## src/fll_pkg.sv

```systemverilog
package fll_pkg;

  // basic widths
  typedef logic [31:0] fll_data_t;      // config/status word
  typedef logic [3:0]  fll_reg_addr_t;  // word index inside one FLL
  typedef logic [1:0]  fll_sel_t;       // FLL select, PADDR[7:6]

  // number of FLL config ports behind the bridge
  localparam int NUM_FLL = 3;

  // register map, word addresses inside one FLL
  localparam fll_reg_addr_t REG_STATUS = 4'd0;  // read only, bit 0 = lock
  localparam fll_reg_addr_t REG_MULT   = 4'd1;  // multiplier, write drops lock
  localparam fll_reg_addr_t REG_CFG1   = 4'd2;
  localparam fll_reg_addr_t REG_CFG2   = 4'd3;

  // bridge -> FLL request bundle
  // add and data are forced to zero while req is low
  typedef struct packed {
    logic          req;   // four-phase request level
    logic          wrn;   // high for read
    fll_reg_addr_t add;
    fll_data_t     data;
  } fll_req_t;

  // FLL -> bridge response bundle
  typedef struct packed {
    logic      ack;     // follows req one cycle later
    fll_data_t r_data;  // valid while ack is high
    logic      lock;    // not synchronous to HCLK on real silicon
  } fll_rsp_t;

  // bridge FSM
  typedef enum logic [2:0] {
    IDLE,   // waiting for an access phase
    READ,   // req up, waiting for synced ack
    WRITE,
    WAIT,   // PREADY given, hold req until PENABLE drops
    ERROR   // select 3, error response
  } bridge_state_t;

endpackage

```

## src/apb_fll_if.sv

```systemverilog
module apb_fll_if #(
  parameter int APB_ADDR_WIDTH = 12
) (
  input  logic                      HCLK,
  input  logic                      HRESETn,
  input  logic [APB_ADDR_WIDTH-1:0] PADDR,
  input  fll_pkg::fll_data_t        PWDATA,
  input  logic                      PWRITE,
  input  logic                      PSEL,
  input  logic                      PENABLE,
  output fll_pkg::fll_data_t        PRDATA,
  output logic                      PREADY,
  output logic                      PSLVERR,
  output fll_pkg::fll_req_t         fll_req [fll_pkg::NUM_FLL],
  input  fll_pkg::fll_rsp_t         fll_rsp [fll_pkg::NUM_FLL],
  output logic [fll_pkg::NUM_FLL-1:0] fll_lock
);

  import fll_pkg::*;

  bridge_state_t state;

  logic [NUM_FLL-1:0] req_q;      // one-hot request level per port
  logic [NUM_FLL-1:0] ack_in;
  logic [NUM_FLL-1:0] lock_in;
  logic [NUM_FLL-1:0] ack_meta;
  logic [NUM_FLL-1:0] ack_sync;
  logic [NUM_FLL-1:0] lock_meta;
  logic [NUM_FLL-1:0] lock_sync;

  logic          pready_q;
  logic          pslverr_q;
  fll_data_t     prdata_q;
  fll_reg_addr_t add_q;
  fll_data_t     data_q;
  logic          wrn_q;
  fll_data_t     rsp_data;

  fll_sel_t sel;
  logic     sel_err;
  logic     start;
  logic     done;

  assign sel     = fll_sel_t'(PADDR[7:6]);
  assign sel_err = (sel > fll_sel_t'(NUM_FLL - 1));  // select 3 has no FLL behind it

  // a new transfer may only start once every ack of the last one is back low
  assign start = (state == IDLE) && PSEL && PENABLE && !(|ack_sync);
  assign done  = ((state == READ) || (state == WRITE)) && |(ack_sync & req_q);

  for (genvar i = 0; i < NUM_FLL; i++) begin : g_port
    assign fll_req[i] = '{
      req:  req_q[i],
      wrn:  req_q[i] & wrn_q,
      add:  req_q[i] ? add_q : '0,
      data: req_q[i] ? data_q : '0
    };
    assign ack_in[i]  = fll_rsp[i].ack;
    assign lock_in[i] = fll_rsp[i].lock;
  end

  // read data of whichever port is requested
  always_comb begin
    rsp_data = '0;
    for (int i = 0; i < NUM_FLL; i++) begin
      if (req_q[i]) begin
        rsp_data = rsp_data | fll_rsp[i].r_data;
      end
    end
  end

  // two-flop synchronizers, FLLs sit in their own clock domain
  always_ff @(posedge HCLK or negedge HRESETn) begin
    if (!HRESETn) begin
      ack_meta  <= '0;
      ack_sync  <= '0;
      lock_meta <= '0;
      lock_sync <= '0;
    end else begin
      ack_meta  <= ack_in;
      ack_sync  <= ack_meta;
      lock_meta <= lock_in;
      lock_sync <= lock_meta;
    end
  end

  always_ff @(posedge HCLK or negedge HRESETn) begin
    if (!HRESETn) begin
      state     <= IDLE;
      req_q     <= '0;
      pready_q  <= 1'b0;
      pslverr_q <= 1'b0;
    end else begin
      case (state)
        IDLE: begin
          if (start) begin
            if (sel_err) begin
              pready_q  <= 1'b1;  // complete at once
              pslverr_q <= 1'b1;
              state     <= ERROR;
            end else begin
              for (int i = 0; i < NUM_FLL; i++) begin
                req_q[i] <= (sel == fll_sel_t'(i));
              end
              state <= PWRITE ? WRITE : READ;
            end
          end
        end
        READ, WRITE: begin
          if (done) begin
            pready_q <= 1'b1;
            state    <= WAIT;
          end
        end
        WAIT: begin
          pready_q <= 1'b0;
          if (!PENABLE) begin
            req_q <= '0;  // release, ack falls in turn
            state <= IDLE;
          end
        end
        ERROR: begin
          pready_q  <= 1'b0;
          pslverr_q <= 1'b0;
          state     <= WAIT;
        end
        default: state <= IDLE;
      endcase
    end
  end

  // transfer payload, captured at start of transfer
  always_ff @(posedge HCLK) begin
    if (start) begin
      add_q  <= PADDR[5:2];
      data_q <= PWDATA;
      wrn_q  <= ~PWRITE;
    end
    if (start && sel_err) begin
      prdata_q <= '0;
    end else if (done && (state == READ)) begin
      prdata_q <= rsp_data;  // r_data is stable while ack is high
    end
  end

  assign PREADY   = pready_q;
  assign PSLVERR  = pslverr_q;
  assign PRDATA   = prdata_q;
  assign fll_lock = lock_sync;

endmodule

```

## src/fll_cfg_regs.sv

```systemverilog
module fll_cfg_regs #(
  parameter int LOCK_CYCLES = 16
) (
  input  logic              HCLK,
  input  logic              HRESETn,
  input  fll_pkg::fll_req_t fll_req,
  output fll_pkg::fll_rsp_t fll_rsp
);

  import fll_pkg::*;

  localparam int CNT_W = $clog2(LOCK_CYCLES + 1);

  typedef logic [CNT_W-1:0] lock_cnt_t;  // settling countdown

  logic      ack_q;
  fll_data_t r_data_q;
  fll_data_t mult_q;
  fll_data_t cfg1_q;
  fll_data_t cfg2_q;
  lock_cnt_t cnt_q;
  logic      lock;

  logic      new_req;
  logic      wr_en;
  logic      mult_wr;
  fll_data_t rd_word;

  // act only on the first cycle of a request
  assign new_req = fll_req.req && !ack_q;
  assign wr_en   = new_req && !fll_req.wrn;
  assign mult_wr = wr_en && (fll_req.add == REG_MULT);

  assign lock = (cnt_q == '0);

  always_comb begin
    case (fll_req.add)
      REG_STATUS: rd_word = {31'b0, lock};
      REG_MULT:   rd_word = mult_q;
      REG_CFG1:   rd_word = cfg1_q;
      REG_CFG2:   rd_word = cfg2_q;
      default:    rd_word = '0;  // unmapped words
    endcase
  end

  // ack follows req by one cycle, on both edges of the handshake
  always_ff @(posedge HCLK or negedge HRESETn) begin
    if (!HRESETn) begin
      ack_q <= 1'b0;
    end else if (new_req) begin
      ack_q <= 1'b1;
    end else if (!fll_req.req) begin
      ack_q <= 1'b0;
    end
  end

  // config words, status and unmapped writes are dropped
  always_ff @(posedge HCLK or negedge HRESETn) begin
    if (!HRESETn) begin
      mult_q <= '0;
      cfg1_q <= '0;
      cfg2_q <= '0;
    end else if (wr_en) begin
      case (fll_req.add)
        REG_MULT: mult_q <= fll_req.data;
        REG_CFG1: cfg1_q <= fll_req.data;
        REG_CFG2: cfg2_q <= fll_req.data;
        default: ;
      endcase
    end
  end

  // lock emulator
  // a new multiplier restarts the settling time
  always_ff @(posedge HCLK or negedge HRESETn) begin
    if (!HRESETn) begin
      cnt_q <= lock_cnt_t'(LOCK_CYCLES);
    end else if (mult_wr) begin
      cnt_q <= lock_cnt_t'(LOCK_CYCLES);
    end else if (cnt_q != '0) begin
      cnt_q <= cnt_q - 1'b1;
    end
  end

  // read word sampled with the ack edge, held for the rest of the handshake
  always_ff @(posedge HCLK) begin
    if (new_req) begin
      r_data_q <= rd_word;
    end
  end

  assign fll_rsp = '{
    ack:    ack_q,
    r_data: r_data_q,
    lock:   lock
  };

endmodule

```

## src/fll_subsys_top.sv

```systemverilog
module fll_subsys_top #(
  parameter int APB_ADDR_WIDTH = 12,
  parameter int LOCK_CYCLES    = 16
) (
  input  logic                        HCLK,
  input  logic                        HRESETn,
  input  logic [APB_ADDR_WIDTH-1:0]   PADDR,
  input  fll_pkg::fll_data_t          PWDATA,
  input  logic                        PWRITE,
  input  logic                        PSEL,
  input  logic                        PENABLE,
  output fll_pkg::fll_data_t          PRDATA,
  output logic                        PREADY,
  output logic                        PSLVERR,
  output logic [fll_pkg::NUM_FLL-1:0] fll_lock
);

  import fll_pkg::*;

  fll_req_t fll_req [NUM_FLL];
  fll_rsp_t fll_rsp [NUM_FLL];

  // APB side, one config port per FLL
  apb_fll_if #(
    .APB_ADDR_WIDTH(APB_ADDR_WIDTH)
  ) u_bridge (
    .HCLK    (HCLK),
    .HRESETn (HRESETn),
    .PADDR   (PADDR),
    .PWDATA  (PWDATA),
    .PWRITE  (PWRITE),
    .PSEL    (PSEL),
    .PENABLE (PENABLE),
    .PRDATA  (PRDATA),
    .PREADY  (PREADY),
    .PSLVERR (PSLVERR),
    .fll_req (fll_req),
    .fll_rsp (fll_rsp),
    .fll_lock(fll_lock)
  );

  for (genvar i = 0; i < NUM_FLL; i++) begin : g_fll
    fll_cfg_regs #(
      .LOCK_CYCLES(LOCK_CYCLES)
    ) u_regs (
      .HCLK   (HCLK),
      .HRESETn(HRESETn),
      .fll_req(fll_req[i]),
      .fll_rsp(fll_rsp[i])
    );
  end

endmodule

```

## config.mk

```make
export PLATFORM = sky130hd
export DESIGN_NAME = fll_subsys_top
export DESIGN_NICKNAME = d
export VERILOG_FILES = /design/src/fll_pkg.sv /design/src/apb_fll_if.sv /design/src/fll_cfg_regs.sv /design/src/fll_subsys_top.sv
export SDC_FILE = /design/constraint.sdc
export NUM_CORES = 1
export LEC_CHECK = 0
export BUFFER_PORTS_ARGS = -buffer_cell sky130_fd_sc_hd__buf_2
export CORE_MARGIN = 10
export CORE_UTILIZATION = 38
export DETAILED_ROUTE_END_ITERATION = 10
export PLACE_DENSITY = 0.54
export SKIP_CTS_REPAIR_TIMING = 1
export SLEW_MARGIN = 20
export SYNTH_ARGS = -nofsm -noshare
export SYNTH_HDL_FRONTEND = slang
export SYNTH_SLANG_ARGS = --single-unit
```

## constraint.sdc

```tcl
create_clock -name HCLK -period 5.8 [get_ports HCLK]
set_input_delay 0.29 -clock HCLK [delete_from_list [all_inputs] [get_ports HCLK]]
set_output_delay 0.29 -clock HCLK [all_outputs]
set_load 0.02 [all_outputs]
```

# After elaboration in Yosys (flattened, before gate mapping)
# Index checks and enable logic that the tools add are counted.
[totals]
ff_bits = 491
[op_classes]
bitwise = 7
reduce_logical = 57
order_cmp = 1
eq_ne = 23
mux = 38
addsub = 3
[op_table]
columns = ["op", "count"]
rows = [
  ["$pmux W32 S4", 3],
  ["$mux W32", 6],
  ["$or A32 B32 Y32", 2],
  ["$mux W5", 6],
  ["$eq A4 B2 Y1 const B", 6],
  ["$mux W3", 6],
  ["$reduce_and A2 Y1", 9],
  ["$logic_and A1 B1 Y1", 15],
  ["$logic_not A5 Y1", 3],
  ["$reduce_bool A5 Y1", 3],
  ["$sub A5 B1 Y5 const B", 3],
  ["$eq A4 B1 Y1 const B", 3],
  ["$logic_not A4 Y1", 3],
  ["$mux W4", 3],
  ["$ne A2 B1 Y1 const B", 6],
  ["$pmux W3 S4", 1],
  ["$reduce_bool A2 Y1", 5],
  ["$mux W1", 9],
  ["$reduce_and A4 Y1", 2],
  ["$logic_not A1 Y1", 7],
  ["$eq A3 B2 Y1 const B", 2],
  ["$pmux W3 S2", 1],
  ["$reduce_and A3 Y1", 2],
  ["$reduce_or A3 Y1", 2],
  ["other kinds (17)", 21],
]

# Depth between registers and ports, before layout
# Gate-level depths: netlist of the first run.
[logic_depth]
depth_word = 6
ltp_mapped = 8
ltp_nobuf = 7

# By module
# From an unflattened synthesis of the first run, not the netlist that was laid out.
[unflattened]
hier_cells = 1544
area_unflattened_um2 = 22163.8
[modules_own_cells]
columns = ["mod", "cells_per_inst", "seq_area_each_um2", "instances", "area_each_um2"]
rows = [
  ["fll_cfg_regs", 387, 3514.6, 3, 5947.0],
  ["apb_fll_if", 383, 2252.2, 1, 4322.9],
]

# Least setup slack after synthesis of the first run
# Ideal clock, no wire load.
[synth_path]
kind = "register to register"
start = "register u_bridge.req_q[1]"
end = "register g_fll[1].u_regs.r_data_q[0], enable pin"
stages_incl_launch_ff = 5
setup_slack_ps = 2859
setup_ps = 425
t_arrival_ps = 2516
path_buffers = 3
path_cell_list = "dfrtp_1 buf_2 clkbuf_1 clkbuf_1 nor2b_1"
[synth_via]
elab_chain_len = 1
[synth_lines]
columns = ["item", "line_no", "source"]
rows = [
  ["start, declared", "apb_fll_if.sv:23", "logic [NUM_FLL-1:0] req_q;"],
  ["start signal, assigned by index", "apb_fll_if.sv:103", "req_q[i] <= (sel == fll_sel_t'(i));"],
  ["$logic_and A1 B1 Y1", "fll_cfg_regs.sv:30", "assign new_req = fll_req.req && !ack_q;"],
  ["via g_fll[1].u_regs.new_req", "fll_cfg_regs.sv:24", "logic new_req;"],
  ["end signal, assigned", "fll_cfg_regs.sv:88", "r_data_q <= rd_word;"],
  ["end, declared", "fll_cfg_regs.sv:17", "fll_data_t r_data_q;"],
]
# The timed path passes the listed nets, and every way through them passes these cells.
# A chain may end at the register's enable or synchronous reset.

# Worst setup path in the final report of the first run
[layout_path]
start = "register u_bridge.req_q[1]"
end = "register g_fll[1].u_regs.cfg2_q[1]"
[layout_via]
elab_chain_len = 4
[layout_lines]
columns = ["item", "line_no", "source"]
rows = [
  ["parallel branches: the longest is 4 deep, another holds $mux W4", "-", ""],
  ["end signal, assigned", "fll_cfg_regs.sv:67", "REG_CFG2: cfg2_q <= fll_req.data;"],
  ["end, declared", "fll_cfg_regs.sv:20", "fll_data_t cfg2_q;"],
]
# Parallel ways; which one is timed is not known.

==> impl_results.md, run 1 <==
* Worst-path clk slew at 60 ps
* Worst setup SP type: register
* Wire per inst at 20.6 um
* IO buf count at 79
* Post-synth EDFFs at 133
* All-Layer GR Usage at 17.2%
* CP max-delay cell: and3_2
* RSZ-0062 raised after global routing: no
* Cell area after synthesis at 0.0196 mm^2
* Asr flop ratio synth at 66.4%
* #FFs+latches synth at 491
* Routed WL at 52400 um
* CTS max path bufs at 3
* Clk_skew at 20.0 ps
* Fin. Hold Viols at 0
* # DRC at 0
* Setup_tns at 0 ps
* Leak at 9.77 nW
* FP Rows at 83
* Syn Nets at 1818
* Sequential share of the synthesized area at 65.2%
* Detailed Place HPWL at 29700 um
* Post-DP Area at 0.0206 mm^2
* Critical path, cell by cell: nor3b_2 -> and3_2 -> and2_2 -> buf_4 -> mux2i_1
* FF-to-FF path depth at 5
* Area of the die at 0.0611 mm^2
* Final min period at 3830 ps
* Ports at 86
* Area contributors post-synth: dfrtp_1 41%, edfxtp_1 20%, a222oi_1 6.4%, nand2_1 5.8%, o21ai_0 5.7%
* First-pass GRT wire length at 80700 um
* CP Class: reg -> reg
* TritonCTS clock tree: built
* Max IR drop VDD at 0.234 mV
* Worst Hold Depth at 3
* Largest net degree at the start of global routing at 160
* Fmax achieved at 0.261 GHz
* Final Max Slew Viols at 0
* CORE AREA at 0.0512 mm^2
* Die X-Extent at 247 um
* Crit share post-route at 66.1%
* Root Buffer: clkbuf_16
* Area leader, netlist: dfrtp_1
* DRT antenna net count at 0
* Overall power at 9.50 mW
* Placer Congestion at 0.733
* Placed Instances at 2411
* H-tree Lvls at 2
* Max Cap Viol at 0
* Tightest Pin Transition at 1060 ps
* Critical path endpoint category: register
* Vias in the first global route at 13190
* Rel. slew slack at 29.1%
* Remaining global-route overflow at 0
* CP required at 6310 ps
* Critical path's largest stage delay at 970 ps
* Hold crit path type: in -> reg
* Drt first pass iters at 6
* Worst R2R Setup Slack at 1970 ps
* Design area at 0.0227 mm^2
* TritonCTS Buffers at 52
* Reg2reg start: u_bridge.req_q[1]
* Die Span Y at 247 um
* Syn-to-layout area delta at 15.6%
* Final nets at 1875
* Top-area cell type share of the netlist area at 41.2%
* Worst r2r dst: g_fll[1].u_regs.cfg2_q[1]
* Clock sinks at 491
* Fin cells at 2547
* Leading cell type in the layout, fill and taps excluded: dfrtp_1
* Final Setup Violations at 0
* Synth cell types at 50
* Fillers at 4744
* Via Count at 13520
* Hold endpoint: u_bridge.req_q[0]
* Post-Syn Instances at 1766
* Most used DFF post-synth: dfrtp_1
* Status: finished clean
* Arrival time at the worst endpoint at 4350 ps
* Most frequent cells in the layout: 320 x dfrtp_1, 302 x nand2_1, 225 x o21ai_0
* Max FO, Critical Path at 32
* Detailed Route Iter0 Violations at 1586
* Avg Vias per Cell at 5.31
* Initial antenna violation count at 0
* Hold WS at 18.6 ps
* Average cell area after synthesis at 11.1 um^2
* N_diodes at 0
* Pwr dens at 419 mW/mm^2
* Share of layout cells above drive strength 1 at 11.6%
* Synth warnings at 0
* Min-delay src: PADDR[6]
* Skew-Pair Late Insertion Delay at 610 ps
* Starting Density at 38.3%
==> stage by stage <==
step / setup slack, ps / utilization, %
floorplan: 2860 / -
global placement: 2070 / 40.2
detailed placement: 1990 / 40.3
CTS: 1990 / 43.6
global route: 1790 / 44.3
finish: 1970 / 44.3
==> synthesized netlist by cell type (all sizes together), types with 2 or more instances <==
cell    number
dfxtp       32
and3         5
inv        204
a221o        2
or3          3
o21ai      225
nor3         7
nand3       37
or2          4
dfstp        3
mux2i       66
and2         8
o221a        2
a222oi     126
o211ai       2
nor3b        6
mux2         4
a211oi      36
edfxtp     133
nand2      302
buf         33
nor2b        6
nand3b       2
ha           3
or4b         4
o22ai        2
nor2        58
dfrtp      323
clkbuf     103
a21o         4
a21oi       10
==> cell type report <==
class / instances / area, um^2 / share of cell area [%]
inverters: 204 / 766 / 3.37
well taps: 680 / 851 / 3.75
clock buffers: 78 / 1510 / 6.65
multi-input cells: 935 / 5590 / 24.6
flip-flops and latches: 491 / 12800 / 56.4
clock inverters: 20 / 175 / 0.772
repair buffers: 139 / 1000 / 4.42
==> flip-flops by register name (all words and copies together), names as in the netlist, 4 cells and up <==
signal / cells
g_fll.u_regs.r_data_q: 96
g_fll.u_regs.cnt_q: 15
g_fll.u_regs.mult_q: 96
u_bridge.PRDATA: 32
g_fll.u_regs.cfg1_q: 96
g_fll.u_regs.cfg2_q: 96
u_bridge.data_q: 32
u_bridge.add_q: 4
==> routing by layer <==
metal	GRT usage [%]	up-vias	share of wire (%)
met4	4.84	0	2.1
met2	26.8	411	45
li1	-	6318	-
met5	0	-	0
met3	2.49	73	6.0
met1	24.4	6718	47
==> worst max-delay path: cells and delay by family, from the launching register on <==
family,cells,cell delay (ps)
flip-flops,1,660
AND/OR/NAND/NOR,3,2370
multiplexers,1,220
buffers and inverters,1,440
==> where the power goes <==
group / leakage, nW / switching (mW) / internal (mW)
combinational: 2.94 / 1.16 / 0.531
sequential: 6.01 / 0.385 / 4.14
clock: 0.826 / 1.36 / 1.93
==> worst max path at each step <==
stage | from | endpoint | slack (ps)
final | u_bridge.req_q[1] | g_fll[1].u_regs.cfg2_q[1] | 1970
after CTS | u_bridge.req_q[1] | g_fll[1].u_regs.cfg2_q[9] | 1990
after global routing | u_bridge.req_q[1] | g_fll[1].u_regs.cfg2_q[27] | 1790
after detailed placement | u_bridge.req_q[1] | g_fll[1].u_regs.cfg2_q[9] | 1990
after floorplan | u_bridge.req_q[1] | g_fll[1].u_regs.r_data_q[0] | 2860
after global placement | u_bridge.req_q[1] | g_fll[1].u_regs.cfg2_q[1] | 2070
==> kinds of logic (layout without fill, tap and decap cells) <==
logic type               Yosys count  after routing  synth area share [%]
flip-flops                       491            491                  65.2
AND/OR/NAND/NOR                  448            448                  9.70
AO/OA/AOI/OAI                    414            414                  14.5
buffers and inverters            340            441                  6.81
multiplexers                      70             70                  3.59
adder cells (fa/ha/maj)            3              3                 0.191
No activity file was read; power rests on OpenSTA's default activity.
==> inputs of run 2 (changes only) <==
--- a/config.mk
+++ b/config.mk
@@ -5,11 +5,12 @@
 export SDC_FILE = /design/constraint.sdc
 export NUM_CORES = 1
 export LEC_CHECK = 0
+export ABC_AREA = 1
 export BUFFER_PORTS_ARGS = -buffer_cell sky130_fd_sc_hd__buf_2
 export CORE_MARGIN = 10
 export CORE_UTILIZATION = 38
 export DETAILED_ROUTE_END_ITERATION = 10
-export PLACE_DENSITY = 0.54
+export PLACE_DENSITY = 0.56
 export SKIP_CTS_REPAIR_TIMING = 1
 export SLEW_MARGIN = 20
 export SYNTH_ARGS = -nofsm -noshare
==> constraint.sdc (replaced) <==
create_clock -name HCLK -period 3.15 [get_ports HCLK]
set_input_delay 0.1575 -clock HCLK [delete_from_list [all_inputs] [get_ports HCLK]]
set_output_delay 0.1575 -clock HCLK [all_outputs]
set_load 0.02 [all_outputs]
==> impl_results.md, run 2 <==
* Status: complete, but fails checks
* Violated checks: hold timing
* N_diodes at 0
* Most used DFF post-synth: dfrtp_1
* Logic pwr share at 20.6%
* Commonest cells in the synthesized netlist: 899 x nand2_1, 323 x dfrtp_1, 265 x o21ai_0, 140 x nand3_1, 133 x edfxtp_1
* Flop pwr share at 44.7%
* Post-Syn Instances at 2096
* Max IR drop VDD at 0.380 mV
* Largest family of logic cells by synthesized area: simple AND/OR/NAND/NOR gates
* CP Class: reg -> reg
* Max Cap Viol at 0
* # DRC at 0
* Clk pwr share at 34.7%
* Detailed Route Iter0 Violations at 1315
* Final nets at 2245
* Syn-to-layout area delta at 17.3%
* Sequential share of the synthesized area at 65.2%
* Fmax achieved at 0.439 GHz
* Via Count at 14678
* Top-count cell post-synth: nand2_1
* Vias in the first global route at 14047
* Hold WS at -29.5 ps
* Worst setup SP type: register
* Most frequent cells in the layout: 896 x nand2_1, 320 x dfrtp_1, 265 x o21ai_0
* Clock sinks at 491
* Drt first pass iters at 6
* Wire per inst at 18.3 um
* CTS max path bufs at 3
* Skew-Pair Late Insertion Delay at 600 ps
* Hold crit path type: in -> reg
* Detailed Place HPWL at 33000 um
* FP Rows at 83
* Average cell area after synthesis at 9.37 um^2
* Critical path endpoint category: register
* Tightest Pin Transition at 926 ps
* Starting Density at 38.3%
* FF-to-FF path depth at 6
* Clk_skew at 11.8 ps
* Routed WL at 53500 um
* CP max-delay cell: nor3_4
* Post-Synth XOR/XNOR Area at 0.134%
* Top-area cell type share of the netlist area at 41.2%
* Net Sw Power at 5.71 mW
* Post-synth EDFFs at 133
* Largest net degree at the start of global routing at 105
* Die Span Y at 247 um
* Max FO, Critical Path at 15
* IO buf count at 79
* H-tree Lvls at 2
* Worst-path clk slew at 60 ps
* Fin. Hold Viols at 4
* Leading cell type in the layout, fill and taps excluded: nand2_1
* CP required at 3600 ps
* Avg Vias per Cell at 5.03
* Critical path, cell by cell: nor2_2 -> inv_2 -> nor3_4 -> buf_4 -> nand2_1 -> nand3_1
* Fillers at 4862
* Final Max Slew Viols at 0
* Syn Nets at 2148
* Synth cell types at 24
* Final Setup Violations at 0
* Area of the die at 0.0611 mm^2
* Worst Hold Depth at 6
* Critical path's largest stage delay at 620 ps
* Setup_tns at 0 ps
* RSZ-0062 raised after global routing: no
* CORE AREA at 0.0512 mm^2
* TritonCTS clock tree: built
* #FFs+latches synth at 491
* Share of layout cells above drive strength 1 at 11.2%
* Place WS at 912 ps
* Root Buffer: clkbuf_16
* Post-synthesis compound-gate area fraction at 8.59%
* Pint at 12.1 mW
* DRT antenna net count at 0
* Leak at 10.0 nW
* First-pass GRT wire length at 83400 um
* Multi-input logic area at 0.00623 mm^2
* Switching share of power at 32.1%
* Setup ws final at 871 ps
* Area contributors post-synth: dfrtp_1 41%, edfxtp_1 20%, nand2_1 17%, o21ai_0 6.8%, nand3_1 3.6%
* Initial antenna violation count at 0
* Area leader, netlist: dfrtp_1
* Placer Congestion at 0.808
* Crit share post-route at 72.4%
* Post-Synth Adder-Cell Area at 0.191%
* Final min period at 2280 ps
* Cell area after synthesis at 0.0196 mm^2
* All-Layer GR Usage at 17.6%
* Die X-Extent at 247 um
* Arrival time at the worst endpoint at 2720 ps
* FF+latch area at 0.0128 mm^2
* Simple-gate share of the synthesized area at 22.6%
* Asr flop ratio synth at 66.4%
* Rel. slew slack at 38.3%
* Pwr dens at 773 mW/mm^2
* Remaining global-route overflow at 0
* Proportion of synthesized area in mux cells at 0%
* TritonCTS Buffers at 52
* Synth warnings at 0
* Ports at 86
-- run 2: cell types whose count changed after synthesis, sizes merged, moves of 23 or more --
cell	previous run	this run
inv	204	42
nand3	37	140
a211oi	36	0
nor2	58	35
o21ai	225	295
a21oi	10	42
mux2i	66	0
a222oi	126	0
nand2	302	905
-- run 2: routing by layer --
metal	global-route usage [%]	vias to the layer above	wire (um)
met5	0	-	0
met4	4.27	0	900
met3	2.73	66	3270
met2	27.5	413	24000
met1	25.2	7113	25300
li1	-	7086	-
-- run 2: power by group through the flow --
stage / Clock (mW) / Sequential (mW) / Combinational [mW]
floorplan: 0 / 8.15 / 1.96
global placement: 0 / 8.06 / 3.62
detailed placement: 0 / 8.08 / 3.65
CTS: 6.32 / 7.96 / 3.67
global route: 6.58 / 8.05 / 4.07
finish: 6.18 / 7.96 / 3.66
-- run 2: logic make-up after synthesis --
| logic type | Yosys count |
|---|---|
| buffers and inverters | 163 |
| AO/OA/AOI/OAI | 337 |
| adder cells (fa/ha/maj) | 3 |
| XOR/XNOR | 3 |
| AND/OR/NAND/NOR | 1099 |
| flip-flops | 491 |
-- run 2: final timing paths --
check	startpoint	endpoint	slack, ps
hold reg to reg	u_bridge.lock_meta[2]	u_bridge.fll_lock[2]	350
max in group asynchronous	HRESETn	g_fll[1].u_regs.cfg2_q[15]	1930
setup reg to reg	u_bridge.add_q[2]	g_fll[2].u_regs.r_data_q[5]	870
min in group asynchronous	HRESETn	u_bridge.fll_lock[0]	150
setup / recovery	u_bridge.add_q[2]	g_fll[2].u_regs.r_data_q[5]	870
hold / removal	PADDR[6]	u_bridge.req_q[2]	-30
-- run 2: area by class of cell --
type                       count  share of cell area, %
tap                          680                   3.70
clock inverter                27                  0.946
multi-input combinational   1442                   27.1
inverter                      42                  0.685
sequential                   491                   55.6
clock buffer                  71                   6.62
timing repair buffer         164                   5.39
-- run 2: metrics by stage --
step           area (um^2)  utilization, %  power [mW]  std cells
2_1_floorplan        19600               -        10.1       2096
3_3_place_gp         20900            40.8        11.7       2780
3_5_place_dp         20900            40.8        11.7       2780
4_1_cts              22600            44.2        18.0       2878
5_1_grt              23000            45.0        18.7       2917
6_report             23000            45.0        17.8       2917
-- run 2: critical path: cells and delay by family, from the launching register on --
kind | cells | cell delay [ps]
buffers and inverters | 2 | 590
AND/OR/NAND/NOR | 4 | 1160
flip-flops | 1 | 370
==> inputs of run 3 (changes only) <==
==> constraint.sdc (replaced) <==
create_clock -name HCLK -period 1.93 [get_ports HCLK]
set_input_delay 0.0965 -clock HCLK [delete_from_list [all_inputs] [get_ports HCLK]]
set_output_delay 0.0965 -clock HCLK [all_outputs]
set_load 0.02 [all_outputs]
==> impl_results.md, run 3 (same netlist as run 2, synthesis figures left out) <==
* Die Span Y at 247 um
* Initial antenna violation count at 0
* All-Layer GR Usage at 18.1%
* Worst setup SP type: register
* Syn-to-layout area delta at 18.6%
* Leading cell type in the layout, fill and taps excluded: nand2_1
* Switching share of power at 32.0%
* Placed Instances at 2796
* Net Sw Power at 9.27 mW
* Final Setup Violations at 0
* Reg2reg start: u_bridge.add_q[2]
* Routed WL at 54800 um
* Status: complete, but fails checks
* Worst-path clk slew at 60 ps
* CORE AREA at 0.0512 mm^2
* Fmax achieved at 0.552 GHz
* Critical path, cell by cell: nor2_4 -> inv_2 -> nor3_4 -> nand2_2 -> buf_4 -> o21ai_0
* Leak at 10.1 nW
* Ports at 86
* IO buf count at 79
* Rel. slew slack at 49.3%
* Remaining global-route overflow at 0
* Detailed Route Iter0 Violations at 1358
* TritonCTS clock tree: built
* Hold WS at -4.15 ps
* Wire per inst at 18.6 um
* Avg Vias per Cell at 5.03
* Fillers at 4816
* Fin cells at 2940
* Worst R2R Setup Slack at 120 ps
* Clk pwr share at 34.1%
* Largest net degree at the start of global routing at 85
* Design area at 0.0233 mm^2
* Arrival time at the worst endpoint at 2310 ps
* Via Count at 14778
* Drt first pass iters at 5
* Max FO, Critical Path at 38
* Die X-Extent at 247 um
* Tightest Pin Transition at 757 ps
* Final min period at 1810 ps
* Clock sinks at 491
* Flop pwr share at 44.7%
* FF-to-FF path depth at 6
* CP max-delay cell: edfxtp_1
* Min-delay src: PENABLE
* Placer Congestion at 0.802
* Vias in the first global route at 14553
* H-tree Lvls at 2
* Hold crit path type: in -> reg
* Place WS at 49.1 ps
* CP required at 2430 ps
* Pwr dens at 1240 mW/mm^2
* Worst Hold Depth at 6
* First-pass GRT wire length at 85700 um
* Final Util at 45.5%
* Crit share post-route at 93.9%
* # DRC at 0
* FP Rows at 83
* Worst r2r dst: g_fll[1].u_regs.cfg2_q[22]
* Clk_skew at 12.9 ps
* CP Class: reg -> reg
* Area of the die at 0.0611 mm^2
* Most frequent cells in the layout: 896 x nand2_1, 320 x dfrtp_1, 265 x o21ai_0
* Hold endpoint: u_bridge.state[0]
* Critical path endpoint category: register
* DRT antenna net count at 0
* Max IR drop VDD at 0.866 mV
* N_diodes at 0
* Final nets at 2267
* Violated checks: hold timing
* Root Buffer: clkbuf_16
* Final Max Slew Viols at 0
* Logic pwr share at 21.2%
* Max Cap Viol at 0
* Starting Density at 38.3%
* Post-DP Area at 0.0211 mm^2
* Setup_tns at 0 ps
* Detailed Place HPWL at 33700 um
* CTS max path bufs at 3
* Share of layout cells above drive strength 1 at 11.3%
* Pint at 19.7 mW
* Setup ws final at 117 ps
* Overall power at 29.0 mW
* TritonCTS Buffers at 53
* Fin. Hold Viols at 1
* Critical path's largest stage delay at 420 ps
* Skew-Pair Late Insertion Delay at 600 ps
run 3: cell count changes in the layout (fill, tap and decap cells not counted), sizes merged:
cell,delta
clkinv,-10
buf,+18
clkbuf,+16
bufinv,-2
dlygate4sd3,+3
inv,-1
clkinvlp,-1
run 3: how the worst max path moves through the flow:
stage	cells after the start	start	slack, ps	to
2_1_floorplan	7	u_bridge.state[1]	0.7	u_bridge.PRDATA[10]
3_3_place_gp	7	u_bridge.add_q[2]	70	g_fll[0].u_regs.cnt_q[2]
3_5_place_dp	7	u_bridge.add_q[2]	50	g_fll[0].u_regs.cfg2_q[21]
4_1_cts	7	u_bridge.add_q[2]	-9	g_fll[0].u_regs.cnt_q[2]
5_1_grt	7	u_bridge.add_q[2]	-4	g_fll[0].u_regs.cfg1_q[22]
6_report	6	u_bridge.add_q[2]	120	g_fll[1].u_regs.cfg2_q[22]
run 3: power by group through the flow:
stage | sequential [mW] | combinational (mW) | clock (mW)
2_1_floorplan | 13.3 | 3.23 | 0
3_3_place_gp | 13.1 | 6.01 | 0
3_5_place_dp | 13.2 | 6.05 | 0
4_1_cts | 13.0 | 6.09 | 10.1
5_1_grt | 13.1 | 6.88 | 10.5
6_report | 13.0 | 6.15 | 9.87
run 3: cell type report:
class	instances	area [um^2]	area share, %
clock buffer	87	1600	6.86
clock inverter	13	95.1	0.408
sequential	491	12800	55.0
timing repair buffer	185	1540	6.59
inverter	42	158	0.677
multi-input combinational	1442	6250	26.8
tap	680	851	3.65
run 3: critical path, delay by kind of cell, from the launching register on:
kind	cells	cell delay [ps]
and+or+nand+nor	3	560
buffers and inverters	2	450
DFF	1	420
AOI/OAI and AO/OA	1	250
run 3: per-layer routing:
metal	wire length [um]	share of wire, %	up-vias	track usage (%)
li1	-	-	7112	-
met4	880	1.6	0	4.11
met3	3450	6.3	72	3.60
met1	25500	47	7172	25.3
met2	25000	46	422	28.4
met5	0	0	-	0
